--- config.mk ---
export PLATFORM = sky130hd
export DESIGN_NAME = music_game
export DESIGN_NICKNAME = d
export VERILOG_FILES = /design/src/common/music_game_pkg.sv /design/src/source/song_rom.sv /design/src/source/beat_timer.sv /design/src/source/play_checker.sv /design/src/source/tone_generator.sv /design/src/control/game_control.sv /design/src/source/music_game.sv
export SDC_FILE = /design/constraint.sdc
export NUM_CORES = 1
export LEC_CHECK = 0
export ABC_AREA = 1
export BUFFER_PORTS_ARGS = -buffer_cell sky130_fd_sc_hd__buf_4
export CELL_PAD_IN_SITES_DETAIL_PLACEMENT = 1
export CELL_PAD_IN_SITES_GLOBAL_PLACEMENT = 1
export CORE_UTILIZATION = 43
export DETAILED_ROUTE_END_ITERATION = 10
export PLACE_DENSITY = 0.95
export SETUP_SLACK_MARGIN = 0.4
export SLEW_MARGIN = 15
export SYNTH_ARGS = -nofsm -noshare
export SYNTH_HDL_FRONTEND = slang
export SYNTH_HIERARCHICAL = 1
export SYNTH_SLANG_ARGS = --single-unit
--- constraint.sdc ---
create_clock -name clock -period 3.7 [get_ports clock]
set_input_delay 0.925 -clock clock [delete_from_list [all_inputs] [get_ports clock]]
set_output_delay 0.925 -clock clock [all_outputs]
set_load 0.03 [all_outputs]
--- src/common/music_game_pkg.sv ---
package music_game_pkg;

    // Keyboard and song
    localparam int NUM_KEYS = 13;
    localparam int NOTE_W   = 4;
    localparam int SONG_LEN = 8;
    localparam int ADDR_W   = 3;

    // Beat timing kept short for simulation
    localparam int BEAT_TICKS    = 16;
    localparam int TIMEOUT_BEATS = 4;
    localparam int TICK_W        = $clog2(BEAT_TICKS);
    localparam int BEAT_CNT_W    = $clog2(TIMEOUT_BEATS);

    // Game rules
    localparam int MAX_ERRORS = 3;
    localparam int ERR_W      = 2;

    // Buzzer half-period in cycles for note 0
    localparam int TONE_BASE_HALF = 3;

    typedef logic [NOTE_W-1:0] note_t;

    typedef enum logic [3:0] {
        IDLE,
        PRESENT_NOTE,
        PRESENT_GAP,
        WAIT_PRESS,
        CHECK,
        NEXT_ROUND,
        ERROR_REPLAY,
        WON,
        LOST
    } game_state_t;

    // Strobes and levels from the FSM
    typedef struct packed {
        logic clear_addr;
        logic inc_addr;
        logic clear_round;
        logic inc_round;
        logic clear_errors;
        logic count_error;
        logic restart_timer;
        logic timer_enable;
        logic show_note;
    } ctrl_t;

    // Conditions back to the FSM
    typedef struct packed {
        logic addr_eq_round;
        logic last_round;
        logic press_seen;
        logic note_ok;
        logic errors_full;
        logic beat_end;
        logic timeout;
    } status_t;

endpackage

--- src/source/song_rom.sv ---
module song_rom (
    input  logic [music_game_pkg::ADDR_W-1:0] addr,
    output music_game_pkg::note_t             note
);
    import music_game_pkg::*;

    // Ascending scale on the 13 keys
    always_comb begin
        case (addr)
            ADDR_W'(0): begin
                note = NOTE_W'(0);
            end
            ADDR_W'(1): begin
                note = NOTE_W'(2);
            end
            ADDR_W'(2): begin
                note = NOTE_W'(4);
            end
            ADDR_W'(3): begin
                note = NOTE_W'(5);
            end
            ADDR_W'(4): begin
                note = NOTE_W'(7);
            end
            ADDR_W'(5): begin
                note = NOTE_W'(9);
            end
            ADDR_W'(6): begin
                note = NOTE_W'(11);
            end
            default: begin
                note = NOTE_W'(12);
            end
        endcase
    end

endmodule

--- src/source/beat_timer.sv ---
module beat_timer (
    input  logic                  clock,
    input  logic                  reset,
    input  music_game_pkg::ctrl_t ctrl,
    output logic                  beat_end,
    output logic                  timeout
);
    import music_game_pkg::*;

    logic [TICK_W-1:0]     tick_count;
    logic [BEAT_CNT_W-1:0] beat_count;

    // Last tick of the current beat
    assign beat_end = ctrl.timer_enable && (tick_count == TICK_W'(BEAT_TICKS - 1));

    // Fires on the beat that completes the reply window
    assign timeout = beat_end && (beat_count == BEAT_CNT_W'(TIMEOUT_BEATS - 1));

    always_ff @(posedge clock) begin
        if (reset) begin
            tick_count <= '0;
        end else if (ctrl.restart_timer) begin
            tick_count <= '0;
        end else if (ctrl.timer_enable) begin
            if (beat_end) begin
                tick_count <= '0;
            end else begin
                tick_count <= tick_count + 1'b1;
            end
        end
    end

    always_ff @(posedge clock) begin
        if (reset) begin
            beat_count <= '0;
        end else if (ctrl.restart_timer) begin
            beat_count <= '0;
        end else if (timeout) begin
            beat_count <= '0;
        end else if (beat_end) begin
            beat_count <= beat_count + 1'b1;
        end
    end

endmodule

--- src/source/play_checker.sv ---
module play_checker (
    input  logic                                clock,
    input  logic                                reset,
    input  music_game_pkg::ctrl_t               ctrl,
    input  logic [music_game_pkg::NUM_KEYS-1:0] botoes,
    input  music_game_pkg::note_t               expected,
    input  logic                                vez_jogador,
    output logic [music_game_pkg::ADDR_W-1:0]   addr,
    output logic [music_game_pkg::NUM_KEYS-1:0] leds,
    output logic [music_game_pkg::ERR_W-1:0]    erros,
    output logic                                press_seen,
    output logic                                note_ok,
    output logic                                addr_eq_round,
    output logic                                last_round,
    output logic                                errors_full
);
    import music_game_pkg::*;

    logic [ADDR_W-1:0]   round;
    logic [NUM_KEYS-1:0] botoes_q;
    logic                press_edge;
    logic                single_key;
    note_t               pressed_note;

    assign addr_eq_round = (addr == round);
    assign last_round    = (round == ADDR_W'(SONG_LEN - 1));
    assign errors_full   = (erros == ERR_W'(MAX_ERRORS));

    // New press only after all keys were released
    assign press_edge = (botoes != '0) && (botoes_q == '0);
    assign single_key = ((botoes & (botoes - 1'b1)) == '0);

    // Lowest pressed key gives the note
    always_comb begin
        pressed_note = '0;
        for (int i = NUM_KEYS - 1; i >= 0; i--) begin
            if (botoes[i]) begin
                pressed_note = NOTE_W'(i);
            end
        end
    end

    always_comb begin
        if (ctrl.show_note) begin
            leds = NUM_KEYS'(1) << expected;
        end else if (vez_jogador) begin
            leds = botoes;
        end else begin
            leds = '0;
        end
    end

    always_ff @(posedge clock) begin
        if (reset) begin
            addr       <= '0;
            round      <= '0;
            erros      <= '0;
            botoes_q   <= '0;
            press_seen <= 1'b0;
        end else begin
            botoes_q   <= botoes;
            press_seen <= press_edge && vez_jogador;
            if (ctrl.clear_addr) begin
                addr <= '0;
            end else if (ctrl.inc_addr) begin
                addr <= addr + 1'b1;
            end
            if (ctrl.clear_round) begin
                round <= '0;
            end else if (ctrl.inc_round) begin
                round <= round + 1'b1;
            end
            if (ctrl.clear_errors) begin
                erros <= '0;
            end else if (ctrl.count_error && !errors_full) begin
                erros <= erros + 1'b1;
            end
        end
    end

    // Held until the next press so CHECK can read it
    always_ff @(posedge clock) begin
        if (press_edge) begin
            note_ok <= single_key && (pressed_note == expected);
        end
    end

endmodule

--- src/source/tone_generator.sv ---
module tone_generator (
    input  logic                  clock,
    input  logic                  reset,
    input  logic                  enable,
    input  music_game_pkg::note_t note,
    output logic                  pulso_buzzer
);
    import music_game_pkg::*;

    logic [NOTE_W:0] half_period;
    logic [NOTE_W:0] count;
    logic            tone_q;

    // Higher notes get longer half-periods
    assign half_period = (NOTE_W + 1)'(TONE_BASE_HALF) + {1'b0, note};

    // Silent at once when the note goes dark
    assign pulso_buzzer = enable && tone_q;

    always_ff @(posedge clock) begin
        if (reset) begin
            count  <= '0;
            tone_q <= 1'b0;
        end else if (!enable) begin
            count  <= '0;
            tone_q <= 1'b0;
        end else if (count == half_period - 1'b1) begin
            count  <= '0;
            tone_q <= ~tone_q;
        end else begin
            count <= count + 1'b1;
        end
    end

endmodule

--- src/control/game_control.sv ---
module game_control (
    input  logic                    clock,
    input  logic                    reset,
    input  logic                    iniciar,
    input  music_game_pkg::status_t status,
    output music_game_pkg::ctrl_t   ctrl,
    output logic                    ganhou,
    output logic                    perdeu,
    output logic                    vez_jogador
);
    import music_game_pkg::*;

    game_state_t state;
    game_state_t next_state;

    always_ff @(posedge clock) begin
        if (reset) begin
            state <= IDLE;
        end else begin
            state <= next_state;
        end
    end

    assign ganhou      = (state == WON);
    assign perdeu      = (state == LOST);
    assign vez_jogador = (state == WAIT_PRESS) || (state == CHECK);

    always_comb begin
        next_state = state;
        ctrl       = '0;
        case (state)
            IDLE, WON, LOST: begin
                // New game from any resting state
                if (iniciar) begin
                    ctrl.clear_addr    = 1'b1;
                    ctrl.clear_round   = 1'b1;
                    ctrl.clear_errors  = 1'b1;
                    ctrl.restart_timer = 1'b1;
                    next_state         = PRESENT_NOTE;
                end
            end
            PRESENT_NOTE: begin
                ctrl.timer_enable = 1'b1;
                ctrl.show_note    = 1'b1;
                if (status.beat_end) begin
                    next_state = PRESENT_GAP;
                end
            end
            PRESENT_GAP: begin
                ctrl.timer_enable = 1'b1;
                if (status.beat_end) begin
                    if (status.addr_eq_round) begin
                        ctrl.clear_addr    = 1'b1;
                        ctrl.restart_timer = 1'b1;
                        next_state         = WAIT_PRESS;
                    end else begin
                        ctrl.inc_addr = 1'b1;
                        next_state    = PRESENT_NOTE;
                    end
                end
            end
            WAIT_PRESS: begin
                ctrl.timer_enable = 1'b1;
                if (status.press_seen) begin
                    ctrl.restart_timer = 1'b1;
                    next_state         = CHECK;
                end else if (status.timeout) begin
                    ctrl.count_error   = 1'b1;
                    ctrl.restart_timer = 1'b1;
                    next_state         = ERROR_REPLAY;
                end
            end
            CHECK: begin
                ctrl.timer_enable = 1'b1;
                if (!status.note_ok) begin
                    ctrl.count_error   = 1'b1;
                    ctrl.restart_timer = 1'b1;
                    next_state         = ERROR_REPLAY;
                end else if (!status.addr_eq_round) begin
                    ctrl.inc_addr = 1'b1;
                    next_state    = WAIT_PRESS;
                end else if (status.last_round) begin
                    next_state = WON;
                end else begin
                    ctrl.restart_timer = 1'b1;
                    next_state         = NEXT_ROUND;
                end
            end
            NEXT_ROUND: begin
                // One dark beat before the longer round
                ctrl.timer_enable = 1'b1;
                if (status.beat_end) begin
                    ctrl.inc_round  = 1'b1;
                    ctrl.clear_addr = 1'b1;
                    next_state      = PRESENT_NOTE;
                end
            end
            ERROR_REPLAY: begin
                ctrl.timer_enable = 1'b1;
                if (status.errors_full) begin
                    next_state = LOST;
                end else if (status.beat_end) begin
                    ctrl.clear_addr = 1'b1;
                    next_state      = PRESENT_NOTE;
                end
            end
            default: begin
                next_state = IDLE;
            end
        endcase
    end

endmodule

--- src/source/music_game.sv ---
module music_game (
    input  logic                                clock,
    input  logic                                reset,
    input  logic                                iniciar,
    input  logic [music_game_pkg::NUM_KEYS-1:0] botoes,
    output logic                                ganhou,
    output logic                                perdeu,
    output logic                                vez_jogador,
    output logic [music_game_pkg::NUM_KEYS-1:0] leds,
    output logic                                pulso_buzzer,
    output logic [music_game_pkg::ERR_W-1:0]    db_erros
);
    import music_game_pkg::*;

    ctrl_t             ctrl;
    status_t           status;
    logic [ADDR_W-1:0] addr;
    note_t             song_note;

    game_control game_control_inst (
        .clock       ( clock       ),
        .reset       ( reset       ),
        .iniciar     ( iniciar     ),
        .status      ( status      ),
        .ctrl        ( ctrl        ),
        .ganhou      ( ganhou      ),
        .perdeu      ( perdeu      ),
        .vez_jogador ( vez_jogador )
    );

    beat_timer beat_timer_inst (
        .clock    ( clock           ),
        .reset    ( reset           ),
        .ctrl     ( ctrl            ),
        .beat_end ( status.beat_end ),
        .timeout  ( status.timeout  )
    );

    // Data side fills the remaining status fields
    play_checker play_checker_inst (
        .clock         ( clock                ),
        .reset         ( reset                ),
        .ctrl          ( ctrl                 ),
        .botoes        ( botoes               ),
        .expected      ( song_note            ),
        .vez_jogador   ( vez_jogador          ),
        .addr          ( addr                 ),
        .leds          ( leds                 ),
        .erros         ( db_erros             ),
        .press_seen    ( status.press_seen    ),
        .note_ok       ( status.note_ok       ),
        .addr_eq_round ( status.addr_eq_round ),
        .last_round    ( status.last_round    ),
        .errors_full   ( status.errors_full   )
    );

    song_rom song_rom_inst (
        .addr ( addr      ),
        .note ( song_note )
    );

    tone_generator tone_generator_inst (
        .clock        ( clock          ),
        .reset        ( reset          ),
        .enable       ( ctrl.show_note ),
        .note         ( song_note      ),
        .pulso_buzzer ( pulso_buzzer   )
    );

endmodule

# Word level (Yosys, flattened, before mapping)
# Index checks and enable logic that the tools add are counted.
# op_classes
n_shift	1
reduce_logical	23
n_addsub	9
mux	52
n_eq_ne	25
bitwise_logic	3
# ops
operator	n
2-to-1 mux 4 bit	22
one-hot mux 4 bit (7 select lines)	2
logical NOT 13 bit	2
2-to-1 mux 13 bit	2
2-to-1 mux 1 bit	17
== test 4 x 3 -> 1 bit (second input constant)	4
bitwise AND 13 bit	1
nonzero test 13 bit	1
left shift 1 x 4 -> 13 bit (first input constant)	1
subtractor 13 x 1 -> 13 bit (second input constant)	1
== test 3 bit (second input constant)	4
OR reduction 3 bit	3
== test 4 x 2 -> 1 bit (second input constant)	2
== test 4 bit (second input constant)	2
2-to-1 mux 2 bit	4
one-hot mux 1 bit (4 select lines)	2
OR reduction 2 bit	4
logical AND 1 bit	7
adder 3 x 1 -> 3 bit (second input constant)	2
== test 3 x 2 -> 1 bit (second input constant)	2
OR reduction 6 bit	1
adder 2 x 4 -> 5 bit (first input constant)	1
adder 5 x 1 -> 5 bit (second input constant)	1
== test 5 bit	1
other kinds (19)	24
# word_totals
inputBits	16
register_bits	39
output_inout_bits	19

# Longest topological paths before layout
# Gate-level depths: netlist of run 1.
# depth
word_depth	15
depth_mapped	14
depth_no_buf	14

# Modules after synthesis
# The synthesis of run 1 kept the hierarchy.
# by_module_without_submodules
module	area_each_um2	instances	cells_per_inst
play_checker	1355.0	1	200
game_control	496.7	1	98
tone_generator	351.6	1	55
beat_timer	310.3	1	43
song_rom	76.3	1	18

# Least setup slack after synthesis of run 1
# OpenSTA, ideal clock, no wires.
# synth_path
kind	reg-to-output
startpoint	register play_checker_inst/addr[2] in the netlist's numbering
endpoint	output leds[6] in the netlist's numbering
path_stages_with_launch	5
path_slack_ns	0.860
arrival_time_ns	1.915
required_time_ns	2.775
cell_sequence	dfxtp_1 > inv_1 > o21ai_1 > inv_2 > o32ai_1
# synth_between
elab_chain_len	4
word_cells_on_any_way	10
classes_between	eq/ne (6); shift (1); mux (2); reduce/logical (1)
# synth_rtl
item	line_no	source
start, declared	play_checker.sv:8	output logic [music_game_pkg::ADDR_W-1:0] addr,
start signal, assigned	play_checker.sv:66	addr <= addr + 1'b1;
== test 3 bit, or another cell as far along	song_rom.sv:9	case (addr)
one-hot mux 4 bit (7 select lines) *	song_rom.sv:9	
named net song_note[1]	music_game.sv:18	note_t song_note;
left shift 1 x 4 -> 13 bit *	play_checker.sv:45	leds = NUM_KEYS'(1) << expected;
2-to-1 mux 13 bit *	play_checker.sv:44	if (ctrl.show_note) begin
end, declared	music_game.sv:9	output logic [music_game_pkg::NUM_KEYS-1:0] leds,
# The timed path passes the listed nets; every way through them passes the cells marked *.

# Worst setup path after layout of run 1
# Ends and elaborated chain as after synthesis.

==> results.md, run 1 <==
- Status: complete, no violations
- Top delay family on crit path: compound AO/OA/AOI/OAI gates
- Syn-to-layout area delta: 15.4%
- Core box area: 5640 um^2
- Pins Over Slew Limit: 0
- Critical Path RT: 2.77 ns
- Resized cells post-CTS: 0
- Seq cells post-synth: 39
- R2r setup slk: 1.30 ns
- Clk slew on worst S/H paths: 0.07 ns
- HP Start: tone_generator_inst/count[0]
- R2r endpoint: beat_timer_inst/tick_count[0]
- Synth top area share: 29.4%
- Utilization after layout: 53.0%
- Synth area leaders: dfxtp_1, nand2_1, nor2_1
- Max_cap viols: 0
- Remaining DRCs: 0
- Ports: 35
- Final Skew: 0.00699 ns
- Rows: 27
- Total clock sinks: 39
- Number of synthesis warnings: 6
- Final worst path period need: 3.12 ns
- Clock Tree Root: clkbuf_8
- DIE AREA: 6340 um^2
- Initial antenna violation count: 0
- Worst-Skew Late Latency: 0.28 ns
- Worst setup EP type: output pin
- Crit path kind: reg -> out
- FF-to-FF Start: game_control_inst/state[1]
- Slowest-stage cell, CP: o21ai_1
- Mapped Area: 2590 um^2
- RSZ-0062 raised after global routing: no
- CTS hold repair buffers: 0
- GP Congestion: 0.952
- Endpoint, Worst Hold: tone_generator_inst/count[0]
- DR vias/cell: 5.27
- Max IR drop VDD: 0.000197 V
- Die Ht: 79.6 um
- Worst slew pin tran: 0.758 ns
- Setup TNS Final: 0 ns
- Clock Tree Buf Depth: 2
- CP cell instances: inv_1, o21ai_1, inv_2, o32ai_1, buf_4
- Die Wd: 79.6 um
- Syn_nets: 438
- Most common cell after layout, fill and taps aside: nand2_1
- Hold slack final: 0.494 ns
- Detailed placement HPWL: 5890 um
- CP bufs+invs: 3
- Final worst-path cycle share: 84.2%
- Register area share after synthesis: 30.5%
- Vias in the first global route: 2753
- Drt total wl: 7230 um
- DRT antenna net count: 0
- Post-synthesis cell count: 414
- Post-Syn Area per Cell: 6.26 um^2
- Synth cell types: 34
- HP Class: reg -> reg
- Hold path depth: 1
- Initial Util: 45.9%
- CP peak stage delay: 0.61 ns
- Final hold vios: 0
- GRT overflow: 0
- # setup viols final: 0
- Relative slew margins: 49.1%
- Yosys top cell by area: dfxtp_1
- CTS tree: yes
- Critical Path AT: 2.19 ns
- Final total power: 1.14 mW
- Maximum clock rate: 0.321 GHz
- Leakage: 1.40 nW
- H-tree level count: 2
- Layout Nets: 475
- Post-CTS setup buffers: 0
- Global-route wire length before repair: 11900 um
- Ant diodes: 0
- Startpoint Class: register
- Layout cells sized above 1: 14.2%
- CP max FO: 10
- Worst r2r path cells: 13
- PortBufs: 34
- Total track usage: 23.9%
- Commonest cells after routing, fill and taps aside: nand2_1, nor2_1, inv_1, dfxtp_1, buf_4
- Drt first pass iters: 4
- Num CTS Buffers: 5
- Via Count: 2750
- Initial DRC count: 78
- PwrDens: 380 nW/um^2
- DR WL/cell: 13.9 um
- Largest net degree at the start of global routing: 24
layout make-up:
type                            instances  area [um^2]
Clock buffer                            6         72.6
Fill cell                             821         2650
Inverter                               61          230
Multi-Input combinational cell        310         1550
Sequential cell                        39          791
Tap cell                               72         90.1
Timing Repair Buffer                   34          255
report_power, final:
group	total, mW	internal (mW)	switching (mW)
Combinational	0.399	0.131	0.268
Sequential	0.480	0.450	0.0293
Clock	0.257	0.126	0.132
Total	1.14	0.707	0.430
Yosys cell counts, drive strengths merged:
master	instances
inv	60
clkinv	1
nand4	5
xnor2	2
nand2	114
ha	8
nand3b	1
edfxtp	1
dfxtp	38
clkbuf	3
o21bai	3
xor2	5
nor2	76
o32ai	3
nor3	4
a21oi	18
o22ai	12
or2	6
nor4	2
nor4b	1
o21ai	13
o211ai	1
buf	1
a31oi	2
nand3	32
nor3b	2
through the flow:
stage	instance area, um^2	setup slack, ns	cells
6_report	2990	0.583	522
5_1_grt	2990	0.428	522
4_1_cts	2990	0.600	522
3_5_place_dp	2920	0.929	516
3_3_place_gp	2920	1.02	516
2_1_floorplan	2590	0.860	414
flip-flops by register name, summed over array words and instances, names as in the netlist, 2 cells and up:
register,flops
play_checker_inst/round,3
play_checker_inst/erros,2
beat_timer_inst/beat_count,2
beat_timer_inst/tick_count,4
tone_generator_inst/count,5
play_checker_inst/botoes_q,13
game_control_inst/state,4
play_checker_inst/addr,3
per-layer routing:
| metal | part of all wire (%) | track usage [%] | up-vias | routed length [um] |
|---|---|---|---|---|
| met4 | 1.6 | 8.18 | 0 | 116 |
| li1 | - | - | 1393 | - |
| met5 | 0 | 0 | - | 0 |
| met3 | 3.0 | 4.23 | 13 | 219 |
| met1 | 43 | 26.1 | 1297 | 3110 |
| met2 | 52 | 45.6 | 47 | 3790 |
logic make-up after synthesis:
family	count (synthesis)	synth area share (%)
simple gates	243	42.1
buf+inv	65	9.61
compound gates	52	11.5
flops	39	30.5
fa+ha+maj	8	3.86
xor+xnor	7	2.37
worst max-delay path by stage:
| stage | start | end | cells past startpoint |
|---|---|---|---|
| 5_1_grt | play_checker_inst/addr[2] | leds[7] | 5 |
| 3_3_place_gp | play_checker_inst/addr[2] | leds[6] | 5 |
| 2_1_floorplan | play_checker_inst/addr[2] | leds[6] | 4 |
| 4_1_cts | play_checker_inst/addr[2] | leds[6] | 5 |
| 6_report | play_checker_inst/addr[2] | leds[6] | 5 |
| 3_5_place_dp | play_checker_inst/addr[2] | leds[6] | 5 |
No activity file was read; power rests on OpenSTA's default activity.
==> run 2: changes to the inputs <==
- ABC_AREA: 1 -> 0
- CORE_UTILIZATION: 43 -> 39
- PLACE_DENSITY: 0.95 -> 0.87
- clock period: 3.7 -> 2.8 ns (I/O delays scaled with it)
==> run 2 against run 1 <==
Net effect:
- the run now ends with DRC left
- core utilization grew 6.2 points
- total power increased by 96%
- critical path type is now reg -> reg
- critical endpoint is now beat_timer_inst/tick_count[3]
- sequential power rose by 33%
==> results.md, run 2 <==
- Initial antenna violation count: 0
- Post-synthesis mux area share: 2.24%
- P_int: 1.40 mW
- Commonest cells post-synth: dfxtp_1, nor2_1, nor2b_1
- Final Skew: 0.0156 ns
- Maximum clock rate: 0.395 GHz
- Worst r2r path cells: 9
- Die Ht: 84.8 um
- Final hold vios: 0
- Max IR drop VDD: 0.000312 V
- Post-Syn Area per Cell: 8.36 um^2
- Most common cell after layout, fill and taps aside: buf_4
- Worst slew pin tran: 0.740 ns
- Net Sw Frac: 37.0%
- PortBufs: 34
- R2r setup slk: 0.27 ns
- Vias in the first global route: 2976
- Initial Util: 41.2%
- PwrDens: 579 nW/um^2
- CTS tree: yes
- Seq cells post-synth: 39
- Crit path kind: reg -> reg
- Post-synthesis cell count: 320
- H-tree level count: 2
- Hold slack final: 0.480 ns
- FF-to-FF Start: play_checker_inst/addr[1]
- Largest register FFs: 13
- DIE AREA: 7200 um^2
- Status: finished with violations
- Ports: 35
- Detailed placement HPWL: 5490 um
- R2r endpoint: beat_timer_inst/tick_count[3]
- HP Class: reg -> reg
- DRT antenna net count: 0
- Ys async rst share: 0%
- Synth top area share: 28.4%
- Total clock sinks: 39
- DR vias/cell: 6.09
- Global-route wire length before repair: 15300 um
- Pre-CTS WS: 0.00701 ns
- GP Congestion: 0.870
- Rows: 29
- Worst-Skew Late Latency: 0.31 ns
- Syn-to-layout area delta: 43.7%
- GRT overflow: 0
- Pins Over Slew Limit: 0
- Startpoint Class: register
- Post-synthesis simple-gate area fraction: 33.4%
- Fraction of the mapped netlist area in adder cells: 4.11%
- Ant diodes: 0
- Remaining DRCs: 1
- Max_cap viols: 0
- Num CTS Buffers: 5
- Drt first pass iters: 7
- Layout Nets: 426
- Clock power share: 23.1%
- DR WL/cell: 21.9 um
- RSZ-0062 raised after global routing: yes
- Layout cells sized above 1: 41.7%
- Violations in the final reports: DRC
- Metal-1 WL: 4020 um
- Via Count: 2921
- Yosys top cell by area: dfxtp_1
- Worst setup margin: 0.270 ns
- Compound-gate portion of the synthesized area: 17.7%
- Worst setup EP type: register
- Leakage: 1.64 nW
- Initial DRC count: 111
- Synth cell types: 68
- Largest Register: play_checker_inst/botoes_q
- Top routing layer in use: met4
- Gate power share: 48.2%
- Drt total wl: 10500 um
- EDFF count, synth: 1
- CTS hold repair buffers: 0
- Register area share after synthesis: 29.5%
- Switching Power: 823 uW
- Core box area: 6490 um^2
- Worst setup endpoint: beat_timer_inst/tick_count[3]
- Xor/xnor cell area share of the yosys netlist: 7.39%
- Die Wd: 84.8 um
- Largest family of logic cells by synthesized area: simple AND/OR/NAND/NOR gates
- Final worst-path cycle share: 90.4%
- Biggest regs: play_checker_inst/botoes_q (13), tone_generator_inst/count (5)
- Critical Path RT: 3.00 ns
- Fill count: 740
- Setup TNS Final: 0 ns
- Number of synthesis warnings: 6
- Syn_nets: 344
- Largest net degree at the start of global routing: 30
- Commonest cells after routing, fill and taps aside: buf_4, nor2_1, dfxtp_1, buf_6
- Met2 routed WL: 5590 um
- Critical Path AT: 2.73 ns
- Clock Tree Buf Depth: 2
- CP max FO: 6
- Final worst path period need: 2.53 ns
- Total track usage: 27.2%
- Relative slew margins: 50.6%
- Clk slew on worst S/H paths: 0.09 ns
- Worst Setup SP: play_checker_inst/addr[1]
- Ys flop type: dfxtp_1
- DR WL met3: 494 um
- Mapped Area: 2680 um^2
- Final total power: 2.23 mW
- Flop pwr share: 28.8%
- Clock Tree Root: clkbuf_8
- # setup viols final: 0
- Synth area leaders: dfxtp_1, nor2_1, nor2b_1
-- run 2: timing repair --
| item | in CTS | in global routing |
|---|---|---|
| gates resized for setup | 50 | 34 |
| endpoints found under the setup margin | 35 | 36 |
| gates cloned | 1 | 0 |
| hold endpoints to repair | 0 | 0 |
| pin swaps | 10 | 20 |
| setup buffers | 22 | 21 |
-- run 2: logic make-up after synthesis --
logic type,Yosys count
simple gates,150
compound gates,67
flops,39
buf+inv,28
xor+xnor,21
fa+ha+maj,9
mux,6
-- run 2: worst min path at each step --
stage                               endpoint                           from  cells after the start
2_1_floorplan  beat_timer_inst/beat_count[1]  beat_timer_inst/beat_count[1]                      2
3_3_place_gp   beat_timer_inst/beat_count[1]  beat_timer_inst/beat_count[1]                      2
3_5_place_dp    tone_generator_inst/count[0]   tone_generator_inst/count[0]                      1
4_1_cts         tone_generator_inst/count[0]   tone_generator_inst/count[0]                      1
5_1_grt         tone_generator_inst/count[0]   tone_generator_inst/count[0]                      1
6_report        tone_generator_inst/count[0]   tone_generator_inst/count[0]                      1
-- run 2: cell type report --
cell class / instances / area (um^2) / share of cell area (%)
clock buffers: 6 / 82.6 / 2.15
clock inverters: 2 / 35.0 / 0.911
inverters: 11 / 41.3 / 1.07
multi-input cells: 254 / 2010 / 52.3
flip-flops and latches: 39 / 812 / 21.1
well taps: 77 / 96.3 / 2.50
repair buffers: 91 / 766 / 19.9
-- run 2: metal layers --
metal  vias up  GRT usage (%)
li1       1314              -
met1      1454           30.4
met2       119           50.4
met3        34           3.99
met4         0           13.3
met5         -              0
-- run 2: per-stage QoR --
step | area (um^2) | cells | utilization, %
2_1_floorplan | 2720 | 320 | -
3_3_place_gp | 3060 | 428 | 47.2
3_5_place_dp | 3060 | 428 | 47.2
4_1_cts | 3540 | 459 | 54.5
5_1_grt | 3850 | 480 | 59.2
6_report | 3850 | 480 | 59.2
-- run 2: critical path, cell delays in order (launching register included) --
cell       delay (ns)
dfxtp_4          0.39
buf_4            0.16
xor2_1           0.19
nor3_4           0.38
nand2b_1         0.14
a2111oi_1        0.74
nor2_1           0.11
nand2_1          0.10
or2_4            0.15
nor3_2           0.06
-- run 2: power by group through the flow --
stage	logic (mW)	registers, mW	clock network [mW]
after floorplan	0.488	0.633	0
after detailed placement	0.631	0.666	0
after global routing	1.13	0.645	0.538
after global placement	0.615	0.664	0
final	1.07	0.640	0.513
after CTS	0.844	0.636	0.513
